==> config.mk <==
export PLATFORM = sky130hd
export DESIGN_NAME = cpu
export DESIGN_NICKNAME = d
export VERILOG_FILES = /design/src/common/isaPkg.sv /design/src/common/cpuPkg.sv /design/src/hdl/alu.sv /design/src/hdl/registerFile.sv /design/src/cpu/controlUnit.sv /design/src/cpu/datapath.sv /design/src/cpu/cpu.sv
export VERILOG_INCLUDE_DIRS = /design/src /design/src/common
export SDC_FILE = /design/constraint.sdc
export NUM_CORES = 1
export LEC_CHECK = 0
export ABC_CLOCK_PERIOD_IN_PS = 14150
export BUFFER_PORTS_ARGS = -buffer_cell sky130_fd_sc_hd__buf_2
export CAP_MARGIN = 10
export CORE_MARGIN = 4
export CORE_UTILIZATION = 49
export DETAILED_ROUTE_END_ITERATION = 16
export HOLD_SLACK_MARGIN = 0.15
export PLACE_DENSITY = 0.78
export SYNTH_ARGS = -nofsm -noshare
export SYNTH_HDL_FRONTEND = slang
export SYNTH_HIERARCHICAL = 1
export SYNTH_SLANG_ARGS = --single-unit
export TNS_END_PERCENT = 30
==> constraint.sdc <==
create_clock -name clk -period 14.15 [get_ports clk]
set_clock_uncertainty 0.2 [all_clocks]
set_input_delay 4.245 -clock clk [delete_from_list [all_inputs] [get_ports clk]]
set_output_delay 4.245 -clock clk [all_outputs]
set_load 0.02 [all_outputs]
==> src/common/cpu_cfg.svh <==
`ifndef CPU_CFG_SVH
`define CPU_CFG_SVH

// word and register file geometry
`define WORD_SIZE 16
`define NUM_REGS  4

`define RESET_PC  16'h0000  // first fetch address
`define LINK_REG  2         // return address target of JAL and JRL

`endif

==> src/common/isaPkg.sv <==
package isaPkg;

	// ********************
	// instruction word fields
	typedef enum logic [3:0] {
		OP_BNE   = 4'd0,
		OP_BEQ   = 4'd1,
		OP_BGZ   = 4'd2,
		OP_BLZ   = 4'd3,
		OP_ADI   = 4'd4,
		OP_ORI   = 4'd5,
		OP_LHI   = 4'd6,
		OP_LWD   = 4'd7,
		OP_SWD   = 4'd8,
		OP_JMP   = 4'd9,
		OP_JAL   = 4'd10,
		OP_RTYPE = 4'd15
	} opcodeT;

	typedef enum logic [5:0] {
		FN_ADD = 6'd0,
		FN_SUB = 6'd1,
		FN_AND = 6'd2,
		FN_ORR = 6'd3,
		FN_NOT = 6'd4,
		FN_TCP = 6'd5,
		FN_SHL = 6'd6,
		FN_SHR = 6'd7,
		FN_JPR = 6'd25,
		FN_JRL = 6'd26,
		FN_WWD = 6'd28,
		FN_HLT = 6'd29
	} funcT;

	// ********************
	// ALU operations, same order as the ALU function codes
	typedef enum logic [2:0] {
		ALU_ADD, ALU_SUB, ALU_AND, ALU_ORR, ALU_NOT, ALU_TCP, ALU_SHL, ALU_SHR
	} aluOpT;

endpackage

==> src/common/cpuPkg.sv <==
package cpuPkg;

	// instruction sequencing
	typedef enum logic [2:0] {
		ST_IDLE,
		ST_FETCH,
		ST_DECODE,
		ST_EXECUTE,
		ST_MEMORY,
		ST_WRITEBACK,
		ST_HALTED
	} stageT;

	// where the next PC comes from
	typedef enum logic [1:0] {
		PC_SEQ,     // PC+1
		PC_JUMP,    // 12-bit target
		PC_REG,     // rs
		PC_BRANCH   // PC+1 plus offset when taken
	} pcSrcT;

endpackage

==> src/hdl/alu.sv <==
`timescale 1ns/10ps
`include "cpu_cfg.svh"

module alu (
	input  logic [`WORD_SIZE-1:0] a,
	input  logic [`WORD_SIZE-1:0] b,
	input  isaPkg::aluOpT         op,
	output logic [`WORD_SIZE-1:0] result
);
	import isaPkg::*;

	always_comb begin
		case (op)
			ALU_ADD: result = a + b;    // also pass-B with a at zero
			ALU_SUB: result = a - b;
			ALU_AND: result = a & b;
			ALU_ORR: result = a | b;
			ALU_NOT: result = ~a;
			ALU_TCP: result = ~a + `WORD_SIZE'(1);
			ALU_SHL: result = a << 1;
			ALU_SHR: result = $signed(a) >>> 1;  // sign bit kept
			default: result = a + b;
		endcase
	end

endmodule

==> src/hdl/registerFile.sv <==
`timescale 1ns/10ps
`include "cpu_cfg.svh"

module registerFile (
	input  logic                         clk,
	input  logic                         arstN,
	input  logic [$clog2(`NUM_REGS)-1:0] readA,
	input  logic [$clog2(`NUM_REGS)-1:0] readB,
	input  logic [$clog2(`NUM_REGS)-1:0] writeIdx,
	input  logic [`WORD_SIZE-1:0]        writeData,
	input  logic                         writeEn,
	output logic [`WORD_SIZE-1:0]        dataA,
	output logic [`WORD_SIZE-1:0]        dataB
);
	logic [`WORD_SIZE-1:0] regs [`NUM_REGS];

	always_ff @(posedge clk or negedge arstN) begin
		if (!arstN) begin
			for (int i = 0; i < `NUM_REGS; i++)
				regs[i] <= '0;
		end else if (writeEn) begin
			regs[writeIdx] <= writeData;
		end
	end

	// read ports see a write only after the edge
	assign dataA = regs[readA];
	assign dataB = regs[readB];

endmodule

==> src/cpu/controlUnit.sv <==
`timescale 1ns/10ps
`include "cpu_cfg.svh"

module controlUnit (
	input  logic                  clk,
	input  logic                  arstN,
	input  logic [`WORD_SIZE-1:0] instruction,
	input  logic                  decodeEn,
	output cpuPkg::pcSrcT         pcSrc,
	output logic                  regWrite,
	output logic                  aluSrcB,
	output logic                  memWrite,
	output logic                  memRead,
	output logic                  memToReg,
	output isaPkg::aluOpT         aluOp,
	output logic                  branchOp,
	output logic                  isLink,
	output logic                  isWwd,
	output logic                  isHalt,
	output logic                  rType,
	output logic                  iType,
	output logic                  jType
);
	import isaPkg::*;
	import cpuPkg::*;

	opcodeT opcode;
	funcT   func;

	assign opcode = opcodeT'(instruction[15:12]);
	assign func   = funcT'(instruction[5:0]);

	always_ff @(posedge clk or negedge arstN) begin
		if (!arstN) begin
			pcSrc    <= PC_SEQ;
			regWrite <= 1'b0;
			aluSrcB  <= 1'b0;
			memWrite <= 1'b0;
			memRead  <= 1'b0;
			memToReg <= 1'b0;
			aluOp    <= ALU_ADD;
			branchOp <= 1'b0;
			isLink   <= 1'b0;
			isWwd    <= 1'b0;
			isHalt   <= 1'b0;
			rType    <= 1'b0;
			iType    <= 1'b0;
			jType    <= 1'b0;
		end else if (decodeEn) begin
			// start from a no-op, the tables below override
			pcSrc    <= PC_SEQ;
			regWrite <= 1'b0;
			aluSrcB  <= 1'b0;
			memWrite <= 1'b0;
			memRead  <= 1'b0;
			memToReg <= 1'b0;
			aluOp    <= ALU_ADD;
			branchOp <= 1'b0;
			isLink   <= 1'b0;
			isWwd    <= 1'b0;
			isHalt   <= 1'b0;
			rType    <= 1'b0;
			iType    <= 1'b0;
			jType    <= 1'b0;

			case (opcode)
				OP_RTYPE: begin
					rType <= 1'b1;
					// ********************
					// function table
					case (func)
						FN_ADD, FN_SUB, FN_AND, FN_ORR,
						FN_NOT, FN_TCP, FN_SHL, FN_SHR: begin
							regWrite <= 1'b1;
							aluOp    <= aluOpT'(func[2:0]); // low func bits are the ALU code
						end
						FN_JPR: pcSrc <= PC_REG;
						FN_JRL: begin
							pcSrc    <= PC_REG;
							regWrite <= 1'b1;
							isLink   <= 1'b1;
						end
						FN_WWD: isWwd <= 1'b1;
						FN_HLT: isHalt <= 1'b1;
						default: ;
					endcase
				end
				// ********************
				// opcode table
				OP_ADI, OP_LHI: begin
					regWrite <= 1'b1;
					aluSrcB  <= 1'b1;
					iType    <= 1'b1;
				end
				OP_ORI: begin
					regWrite <= 1'b1;
					aluSrcB  <= 1'b1;
					aluOp    <= ALU_ORR;
					iType    <= 1'b1;
				end
				OP_LWD: begin
					regWrite <= 1'b1;
					aluSrcB  <= 1'b1;
					memRead  <= 1'b1;
					memToReg <= 1'b1;
					iType    <= 1'b1;
				end
				OP_SWD: begin
					aluSrcB  <= 1'b1;
					memWrite <= 1'b1;
					iType    <= 1'b1;
				end
				OP_BNE, OP_BEQ, OP_BGZ, OP_BLZ: begin
					pcSrc    <= PC_BRANCH;
					branchOp <= 1'b1;
					iType    <= 1'b1;
				end
				OP_JMP: begin
					pcSrc <= PC_JUMP;
					jType <= 1'b1;
				end
				OP_JAL: begin
					pcSrc    <= PC_JUMP;
					regWrite <= 1'b1;
					isLink   <= 1'b1;
					jType    <= 1'b1;
				end
				default: ;
			endcase
		end
	end

endmodule

==> src/cpu/datapath.sv <==
`timescale 1ns/10ps
`include "cpu_cfg.svh"

module datapath (
	input  logic                            clk,
	input  logic                            arstN,
	input  logic [`WORD_SIZE-1:0]           dataIn,
	input  logic                            inputReady,
	input  cpuPkg::pcSrcT                   pcSrc,
	input  logic                            regWrite,
	input  logic                            aluSrcB,
	input  logic                            memWrite,
	input  logic                            memRead,
	input  logic                            memToReg,
	input  isaPkg::aluOpT                   aluOp,
	input  logic                            branchOp,
	input  logic                            isLink,
	input  logic                            isWwd,
	input  logic                            isHalt,
	input  logic                            rType,
	input  logic                            iType,
	input  logic                            jType,
	input  logic [`WORD_SIZE-1:0]           aluResult,
	input  logic [`WORD_SIZE-1:0]           regDataA,
	input  logic [`WORD_SIZE-1:0]           regDataB,
	output logic [`WORD_SIZE-1:0]           address,
	output logic [`WORD_SIZE-1:0]           dataOut,
	output logic                            readM,
	output logic                            writeM,
	output logic [`WORD_SIZE-1:0]           instruction,
	output logic                            decodeEn,
	output logic [`WORD_SIZE-1:0]           aluA,
	output logic [`WORD_SIZE-1:0]           aluB,
	output isaPkg::aluOpT                   aluSel,
	output logic [$clog2(`NUM_REGS)-1:0]    regReadA,
	output logic [$clog2(`NUM_REGS)-1:0]    regReadB,
	output logic [$clog2(`NUM_REGS)-1:0]    regWriteIdx,
	output logic [`WORD_SIZE-1:0]           regWriteData,
	output logic                            regWriteEn,
	output logic [`WORD_SIZE-1:0]           outputPort,
	output logic                            wwdValid,
	output logic [`WORD_SIZE-1:0]           numInst,
	output logic                            isHalted
);
	import isaPkg::*;
	import cpuPkg::*;

	localparam int IDX_W = $clog2(`NUM_REGS);

	stageT                 stage;
	opcodeT                opcode;
	logic [`WORD_SIZE-1:0] pc;
	logic [`WORD_SIZE-1:0] ir;
	logic [`WORD_SIZE-1:0] mdr;
	logic [`WORD_SIZE-1:0] aluOut;
	logic [`WORD_SIZE-1:0] nextPc;
	logic [`WORD_SIZE-1:0] pcPlus1;
	logic [`WORD_SIZE-1:0] immExt;
	logic [`WORD_SIZE-1:0] jumpTarget;
	logic [`WORD_SIZE-1:0] pcSel;
	logic                  taken;

	assign opcode  = opcodeT'(ir[15:12]);
	assign pcPlus1 = pc + `WORD_SIZE'(1);

	// ********************
	// stage sequencer
	always_ff @(posedge clk or negedge arstN) begin
		if (!arstN) begin
			stage <= ST_IDLE;
		end else begin
			case (stage)
				ST_IDLE:      stage <= ST_FETCH;
				ST_FETCH:     if (inputReady) stage <= ST_DECODE;
				ST_DECODE:    stage <= ST_EXECUTE;
				ST_EXECUTE:   stage <= (memRead || memWrite) ? ST_MEMORY : ST_WRITEBACK;
				ST_MEMORY:    if (inputReady) stage <= ST_WRITEBACK;
				ST_WRITEBACK: stage <= isHalt ? ST_HALTED : ST_FETCH;
				default:      ; // halted until reset
			endcase
		end
	end

	assign decodeEn    = (stage == ST_DECODE);
	assign isHalted    = (stage == ST_HALTED);
	assign instruction = ir;

	// memory port, strobes held while waiting for inputReady
	assign readM   = (stage == ST_FETCH) || (stage == ST_MEMORY && memRead);
	assign writeM  = (stage == ST_MEMORY) && memWrite;
	assign address = (stage == ST_FETCH) ? pc : aluOut;
	assign dataOut = regDataB;                              // rt

	always_ff @(posedge clk) begin
		if (stage == ST_FETCH && inputReady)
			ir <= dataIn;
		if (stage == ST_MEMORY && inputReady)
			mdr <= dataIn;
		if (stage == ST_EXECUTE) begin
			aluOut <= aluResult;
			nextPc <= pcSel;
		end
		if (stage == ST_WRITEBACK && isWwd)
			outputPort <= regDataA;
	end

	// ********************
	// operands
	always_comb begin
		case (opcode)
			OP_ORI:  immExt = {8'h00, ir[7:0]};
			OP_LHI:  immExt = {ir[7:0], 8'h00};
			default: immExt = {{8{ir[7]}}, ir[7:0]};
		endcase
	end

	assign regReadA = ir[11:10];                            // rs
	assign regReadB = ir[9:8];                              // rt
	assign aluA     = (opcode == OP_LHI) ? '0 : regDataA;   // LHI passes B through ADD
	assign aluB     = (aluSrcB && iType) ? immExt : regDataB;
	assign aluSel   = aluOp;

	// branch decision and next PC
	always_comb begin
		case (opcode)
			OP_BNE:  taken = (regDataA != regDataB);
			OP_BEQ:  taken = (regDataA == regDataB);
			OP_BGZ:  taken = ($signed(regDataA) > 0);
			OP_BLZ:  taken = ($signed(regDataA) < 0);
			default: taken = 1'b0;
		endcase
	end

	assign jumpTarget = jType ? {pc[15:12], ir[11:0]} : regDataA;

	always_comb begin
		case (pcSrc)
			PC_JUMP, PC_REG: pcSel = jumpTarget;
			PC_BRANCH:       pcSel = (branchOp && taken) ? pcPlus1 + immExt : pcPlus1;
			default:         pcSel = pcPlus1;
		endcase
	end

	// ********************
	// write-back and retire
	assign regWriteEn  = (stage == ST_WRITEBACK) && regWrite;
	assign regWriteIdx = isLink ? IDX_W'(`LINK_REG) : (rType ? ir[7:6] : ir[9:8]);

	always_comb begin
		if (isLink)
			regWriteData = pcPlus1;
		else if (memToReg)
			regWriteData = mdr;
		else
			regWriteData = aluOut;
	end

	always_ff @(posedge clk or negedge arstN) begin
		if (!arstN) begin
			pc       <= `RESET_PC;
			numInst  <= '0;
			wwdValid <= 1'b0;
		end else begin
			wwdValid <= 1'b0;
			if (stage == ST_WRITEBACK) begin
				pc       <= nextPc;
				numInst  <= numInst + `WORD_SIZE'(1);
				wwdValid <= isWwd;                  // one-cycle pulse
			end
		end
	end

endmodule

==> src/cpu/cpu.sv <==
`timescale 1ns/10ps
`include "cpu_cfg.svh"

module cpu (
	input  logic                  clk,
	input  logic                  arstN,
	output logic [`WORD_SIZE-1:0] address,
	output logic [`WORD_SIZE-1:0] dataOut,
	input  logic [`WORD_SIZE-1:0] dataIn,
	output logic                  readM,
	output logic                  writeM,
	input  logic                  inputReady,
	output logic [`WORD_SIZE-1:0] outputPort,
	output logic                  wwdValid,
	output logic [`WORD_SIZE-1:0] numInst,
	output logic                  isHalted
);
	import isaPkg::*;
	import cpuPkg::*;

	localparam int IDX_W = $clog2(`NUM_REGS);

	// controller <-> datapath
	logic [`WORD_SIZE-1:0] instruction;
	logic                  decodeEn;
	pcSrcT                 pcSrc;
	logic                  regWrite;
	logic                  aluSrcB;
	logic                  memWrite;
	logic                  memRead;
	logic                  memToReg;
	aluOpT                 aluOp;
	logic                  branchOp;
	logic                  isLink;
	logic                  isWwd;
	logic                  isHalt;
	logic                  rType;
	logic                  iType;
	logic                  jType;

	// datapath <-> alu / register file
	aluOpT                 aluSel;
	logic [`WORD_SIZE-1:0] aluA;
	logic [`WORD_SIZE-1:0] aluB;
	logic [`WORD_SIZE-1:0] aluResult;
	logic [IDX_W-1:0]      regReadA;
	logic [IDX_W-1:0]      regReadB;
	logic [IDX_W-1:0]      regWriteIdx;
	logic [`WORD_SIZE-1:0] regWriteData;
	logic                  regWriteEn;
	logic [`WORD_SIZE-1:0] regDataA;
	logic [`WORD_SIZE-1:0] regDataB;

	controlUnit uCtrl (.*);

	datapath uDatapath (.*);

	alu uAlu (
		.a      (aluA),
		.b      (aluB),
		.op     (aluSel),
		.result (aluResult)
	);

	registerFile uRegs (
		.clk       (clk),
		.arstN     (arstN),
		.readA     (regReadA),
		.readB     (regReadB),
		.writeIdx  (regWriteIdx),
		.writeData (regWriteData),
		.writeEn   (regWriteEn),
		.dataA     (regDataA),
		.dataB     (regDataB)
	);

endmodule

==> impl_metrics.tcl, run 1 <==
set metrics [dict create \
    io_pins 87 \
    swShare 0.494 \
    r2r-end "uDatapath/aluOut[15]" \
    cts_tree "yes" \
    die-area_mm2 0.0296 \
    crit_chain "nand2b_1 -> nor2_1 -> buf_4 -> mux2_2 -> buf_2" \
    netlist_area_mm2 0.0132 \
    synth_top_cell_area_share 0.220 \
    synth_top_cell_by_area "dfrtp_1" \
    drive_gt1_frac 0.234 \
    slew_viol_final 0 \
    fmax_mhz 142 \
    cts.sinks 196 \
    hold_path_depth 2 \
    synth.distinct_cells 93 \
    cp_max_fo 11 \
    cts.root.buffer_cell "clkbuf_16" \
    htree_levels 4 \
    dr.first_iter.drc_count 1500 \
    min_from "uDatapath/nextPc[5]" \
    wire_per_inst_um 24.3 \
    grtUsageTotal 0.271 \
    path_buf_inv 2 \
    outcome "completed" \
    gp_congestion 0.976 \
    vdd_drop_max_uv 145 \
    yosysWarnings 6 \
    fin_crit_ns 7.04 \
    fill_cells 2201 \
    intPower_mw 2.04 \
    final_nets 1355 \
    fin_ws_ns 7.11 \
    dp_slack_ns 7.59 \
    ff2ff_path_depth 16 \
    die_h_um 172 \
    core_area_mm2 0.0263 \
    worst-r2r-setup-slack_ns 8.27 \
    drt_wl_total_um 40000 \
    numPortBuffers 86 \
    synth_area_leaders "dfrtp_1 (22%), edfxtp_1 (18%), mux2_2 (8.7%)" \
    critPathRequiredTime_ns 9.70 \
    finalCritPeriodShare 0.498 \
    total_power_mw 4.03 \
    syn_inst 1263 \
    ys.flop_type "dfrtp_1" \
    initial_utilization 0.502 \
    hold_path_class "flip-flop to flip-flop" \
    clk_pin_slew_worst_paths_ns 0.09 \
    fin_tns_setup_ns 0 \
    area_growth_pct 8.52 \
    grt_pass1_vias 10200 \
    pwr-share-comb 0.617 \
    path_delay_family "simple AND/OR/NAND/NOR gates" \
    synth_edf_count 80 \
    grt_overflow 0 \
    crit_type "flip-flop to output port" \
    synthArstFlopShare 0.592 \
    cts_buffers 17 \
    grt_max_degree 66 \
    ys_seq_area_frac 0.402 \
    viasPerCell 6.43 \
    setup_viol 0 \
    endpoint_kind "output port" \
    clk_path_buf_depth 2 \
    drtPass1Iterations 6 \
    crit_arrival_ns 2.60 \
    post_cts_buffers 0 \
    syn_area_per_cell_um2 10.5 \
    cpMaxStageDelayCell "nor2_1" \
    p_sw_mw 1.99 \
    dp_hpwl_um 29000 \
    worst_hold_path.endpoint "uDatapath/pc[5]" \
    syn_nets 1321 \
    relSlewSlack 0.301 \
    power.share.sequential 0.257 \
    clock_latency_ns 0.45 \
    worst_pin_slew_ns 1.05 \
    post_cts_resized 0 \
    ys_ff_latch 196 \
    antenna_cells 0 \
    final_antenna_net_count 0 \
    p_leak_nw 5.82 \
    vias 10600 \
    rows 59 \
    r2r_start "uDatapath/instruction[12]" \
    power_frac_clock 0.126 \
    critPathLaunchType "flip-flop" \
    drv_cap 0 \
    antenna_found_initial 3 \
    max_stage_delay_ns 0.58 \
    rsz0062_at_grt "no" \
    postCtsHoldBufs 0 \
    hold_viol 0 \
    grt_first_pass_wirelength_um 60800 \
    drc 0 \
    die_x_um 172 \
    powerDensity_mw_per_mm2 281 \
]
-- per-layer routing --
metal / global-route usage / up-vias / wire length, um
li1: - / 4667 / -
met1: 0.361 / 5176 / 15900
met2: 0.433 / 599 / 18600
met3: 0.0631 / 125 / 3790
met4: 0.105 / 4 / 1660
met5: 0 / - / 25
-- power groups by stage --
stage / logic (mW) / registers (mW) / clock network [mW]
2_1_floorplan: 1.84 / 0.929 / 0
3_3_place_gp: 2.36 / 1.03 / 0
3_5_place_dp: 2.40 / 1.04 / 0
4_1_cts: 2.42 / 1.03 / 0.512
5_1_grt: 2.67 / 1.05 / 0.538
6_report: 2.49 / 1.03 / 0.507
-- tightest hold or removal path: stages (launching register included) --
cell	delay, ns
edfxtp_1	0.32
nand2_1	0.04
nand2_1	0.04
-- synthesized netlist by cell type (all sizes together) (8+ instances only) --
master  count
a21oi      59
nor4        9
a21o        8
nor3       15
o211ai     13
mux2      102
nand2     134
mux2i      31
clkbuf     36
nor2       77
nand4      14
nand3      25
or3        12
mux4       35
o21ai      65
and2       30
edfxtp     80
inv        45
xor2       27
xnor2      70
a211oi      8
o22ai      11
buf        51
ha         37
nor2b      15
dfrtp     116
a31oi      14
nand2b     17
-- logic make-up (layout without fill, tap and decap cells) --
group / Yosys count / after routing / synth area share
AO/OA/AOI/OAI: 245 / 245 / 0.122
AND/OR/NAND/NOR: 379 / 379 / 0.147
multiplexers: 168 / 168 / 0.170
flip-flops: 196 / 196 / 0.402
buffers and inverters: 132 / 179 / 0.0487
XOR/XNOR: 97 / 97 / 0.0660
adder cells (fa/ha/maj): 46 / 46 / 0.0434
-- flip-flops by register name (all words and copies together) (netlist names) --
register / flops
uRegs/regs: 64
uDatapath/aluOut: 16
uDatapath/instruction: 16
uDatapath/mdr: 16
uDatapath/nextPc: 16
uDatapath/numInst: 16
uDatapath/outputPort: 16
uDatapath/pc: 16
uCtrl/aluOp: 3
uDatapath/stage: 3
uCtrl/pcSrc: 2
uCtrl/aluSrcB: 1
uCtrl/branchOp: 1
uCtrl/iType: 1
uCtrl/isHalt: 1
uCtrl/isLink: 1
uCtrl/isWwd: 1
uCtrl/jType: 1
uCtrl/memToReg: 1
uCtrl/memWrite: 1
uCtrl/rType: 1
uCtrl/regWrite: 1
uDatapath/wwdValid: 1
-- stage by stage --
step	hold WS [ns]	util	instances	cell area (um^2)
after floorplan	0.215	-	1263	13200
after global placement	0.215	0.522	1613	13700
after detailed placement	0.222	0.522	1613	13700
after CTS	0.242	0.545	1645	14300
after global routing	0.254	0.545	1645	14300
final	0.239	0.545	1645	14300
-- area by class of cell --
| class | instances | area [um^2] | share of cell area |
|---|---|---|---|
| multi-input cells | 935 | 7270 | 0.508 |
| flip-flops and latches | 196 | 5310 | 0.370 |
| repair buffers | 102 | 553 | 0.0386 |
| clock buffers | 17 | 425 | 0.0297 |
| well taps | 335 | 419 | 0.0293 |
| clock inverters | 15 | 184 | 0.0128 |
| inverters | 45 | 169 | 0.0118 |
-- cell usage in the layout (no fill, tap or decap), types with 6 or more instances in the layout --
cell type and count:
nand2_1 134, dfrtp_1 116, mux2_2 102, buf_2 85
edfxtp_1 80, nor2_1 73, xnor2_1 69, o21ai_0 63
a21oi_1 58, inv_1 45, ha_1 37, mux4_2 35
mux2i_1 31, and2_1 29, xor2_1 25, nand3_1 23
clkbuf_16 17, buf_4 17, nand2b_1 17, nor2b_1 15
a31oi_1 14, nor3_1 13, o211ai_1 12, nand4_1 12
o22ai_1 11, nor4_1 8, a21o_1 8, a211oi_1 8
and3_1 7, or3_1 7, maj3_1 7, o221ai_1 7
a221o_1 6
-- worst max-delay path by stage --
stage | startpoint | end | slack (ns) | cells past startpoint
2_1_floorplan | uDatapath/stage[2] | address[10] | 7.82 | 5
3_3_place_gp | uDatapath/stage[2] | address[11] | 7.69 | 5
3_5_place_dp | uDatapath/stage[2] | address[8] | 7.59 | 5
4_1_cts | uDatapath/stage[2] | address[8] | 7.10 | 5
5_1_grt | uDatapath/stage[2] | address[9] | 6.93 | 5
6_report | uDatapath/stage[2] | address[8] | 7.11 | 5
Power figures use the tool's default switching activity.
==> inputs of run 2 (changes only) <==
- ABC_CLOCK_PERIOD_IN_PS: 14150 -> 7300
- clock period: 14.15 -> 7.3 ns (I/O delays scaled with it)
==> run 2 against run 1 <==
Final area shrank 0.10%. Setup slack worse by 5.1 ns. Clock power increased by 91%. Flip-flop and latch count stayed put.
==> impl_metrics.tcl, run 2 (synthesis gave the netlist of run 1 again) <==
set metrics [dict create \
    cts_tree "yes" \
    vdd_drop_max_uv 470 \
    clk_path_buf_depth 2 \
    final_cell_mix "nand2_1 (134), dfrtp_1 (116), mux2_2 (102)" \
    total_power_mw 7.82 \
    critPathLaunchType "flip-flop" \
    relSlewSlack 0.309 \
    cts_buffers 17 \
    grt_first_pass_wirelength_um 61700 \
    rows 59 \
    fin_tns_setup_ns 0 \
    antenna_found_initial 2 \
    gp_congestion 0.979 \
    fmax_mhz 190 \
    powerDensity_mw_per_mm2 547 \
    vias 10700 \
    max_stage_delay_ns 0.62 \
    post-route-util 0.545 \
    post_cts_resized 0 \
    worst_pin_slew_ns 1.04 \
    finalCritPeriodShare 0.721 \
    grt_max_degree 66 \
    top_register "uRegs/regs" \
    viasPerCell 6.50 \
    cpMaxStageDelayCell "nor4_1" \
    largest_reg_flops 64 \
    numPortBuffers 86 \
    r2r-end "uDatapath/aluOut[15]" \
    final_common_cell "nand2_1" \
    hold_path_depth 2 \
    core_area_mm2 0.0263 \
    slew_viol_final 0 \
    endpoint_kind "flip-flop" \
    area_growth_pct 8.40 \
    outcome "completed" \
    dp_hpwl_um 29400 \
    hold_viol 0 \
    initial_utilization 0.502 \
    fin_crit_ns 5.26 \
    final_antenna_net_count 0 \
    die-area_mm2 0.0296 \
    dp_slack_ns 2.09 \
    fin_ws_ns 2.04 \
    clk_pin_slew_worst_paths_ns 0.07 \
    die_h_um 172 \
    drive_gt1_frac 0.232 \
    rsz0062_at_grt "no" \
    finalInstanceArea_mm2 0.0143 \
    postCtsHoldBufs 0 \
    cts.sinks 196 \
    drc 0 \
    ff2ff_path_depth 17 \
    htree_levels 4 \
    crit_arrival_ns 5.26 \
    wire_per_inst_um 24.7 \
    crit_type "flip-flop to flip-flop" \
    final_nets 1353 \
    crit_chain "buf_4 -> mux4_2 -> nand2_1 -> o21ai_0 -> nor4_1 -> nand2_1 -> or4_1 -> o31ai_1 -> xor2_1 -> ha_1 -> a21oi_1 -> nand2_1 -> a21o_1 -> a21oi_1 -> a21oi_1 -> xnor2_1 -> o21ai_1" \
    cp_max_fo 13 \
    grtUsageTotal 0.275 \
    drt_wl_total_um 40600 \
    grt_overflow 0 \
    critPathRequiredTime_ns 7.30 \
    worst_hold_path.endpoint "uDatapath/pc[5]" \
    r2r_start "uDatapath/instruction[8]" \
    dr.first_iter.drc_count 1608 \
    io_pins 87 \
    hold_path_class "flip-flop to flip-flop" \
    p_leak_nw 5.82 \
    setup_viol 0 \
    drtPass1Iterations 6 \
    grt_pass1_vias 10200 \
    clock_latency_ns 0.46 \
    place_area_mm2 0.0137 \
    cts.root.buffer_cell "clkbuf_16" \
    min_from "uDatapath/nextPc[5]" \
    worst-r2r-setup-slack_ns 2.04 \
    die_x_um 172 \
    post_cts_buffers 0 \
    drv_cap 0 \
]
-- run 2: critical path: cells and delay by family, from the launching register on --
kind	cells	cell delay [ns]
adders and majority gates	1	0.31
AOI/OAI and AO/OA	7	1.24
and+or+nand+nor	5	1.42
muxes	1	0.61
buffers and inverters	1	0.34
xor gates and xnor gates	2	0.32
DFF	1	0.55
-- run 2: where the power goes --
| group | leakage, nW | internal (mW) | switching, mW | total [mW] |
|---|---|---|---|---|
| logic | 3.24 | 1.89 | 2.94 | 4.83 |
| clock network | 0.302 | 0.483 | 0.485 | 0.968 |
| registers | 2.27 | 1.59 | 0.433 | 2.03 |
-- run 2: metrics by stage --
step | instances | hold slack [ns]
after floorplan | 1263 | 0.215
after global placement | 1611 | 0.217
after detailed placement | 1611 | 0.223
after CTS | 1643 | 0.241
after global routing | 1644 | 0.252
final | 1644 | 0.238
-- run 2: how the worst max path moves through the flow --
| stage | startpoint | to | slack [ns] |
|---|---|---|---|
| 6_report | uDatapath/instruction[8] | uDatapath/aluOut[15] | 2.04 |
| 5_1_grt | uDatapath/instruction[8] | uDatapath/aluOut[15] | 1.61 |
| 4_1_cts | uDatapath/instruction[8] | uDatapath/aluOut[15] | 2.07 |
| 3_5_place_dp | uDatapath/instruction[8] | uDatapath/aluOut[15] | 2.09 |
| 3_3_place_gp | uDatapath/instruction[8] | uDatapath/aluOut[15] | 2.11 |
| 2_1_floorplan | uDatapath/instruction[8] | uDatapath/aluOut[15] | 2.60 |
-- run 2: cell type report --
type | instances | area, um^2
Sequential cell | 196 | 5310
Multi-Input combinational cell | 935 | 7270
Inverter | 45 | 169
Timing Repair Buffer | 100 | 538
Clock buffer | 18 | 450
Fill cell | 2212 | 12000
Clock inverter | 14 | 156
Tap cell | 335 | 419
Antenna cell | 1 | 2.50
-- run 2: routing by layer --
layer / wire, um / vias to the layer above / share of wire / GRT usage
met5: 0 / - / 0 / 0
met4: 1770 / 0 / 0.044 / 0.107
met3: 4420 / 135 / 0.11 / 0.0702
met2: 18700 / 683 / 0.46 / 0.439
met1: 15700 / 5189 / 0.39 / 0.363
li1: - / 4678 / - / -
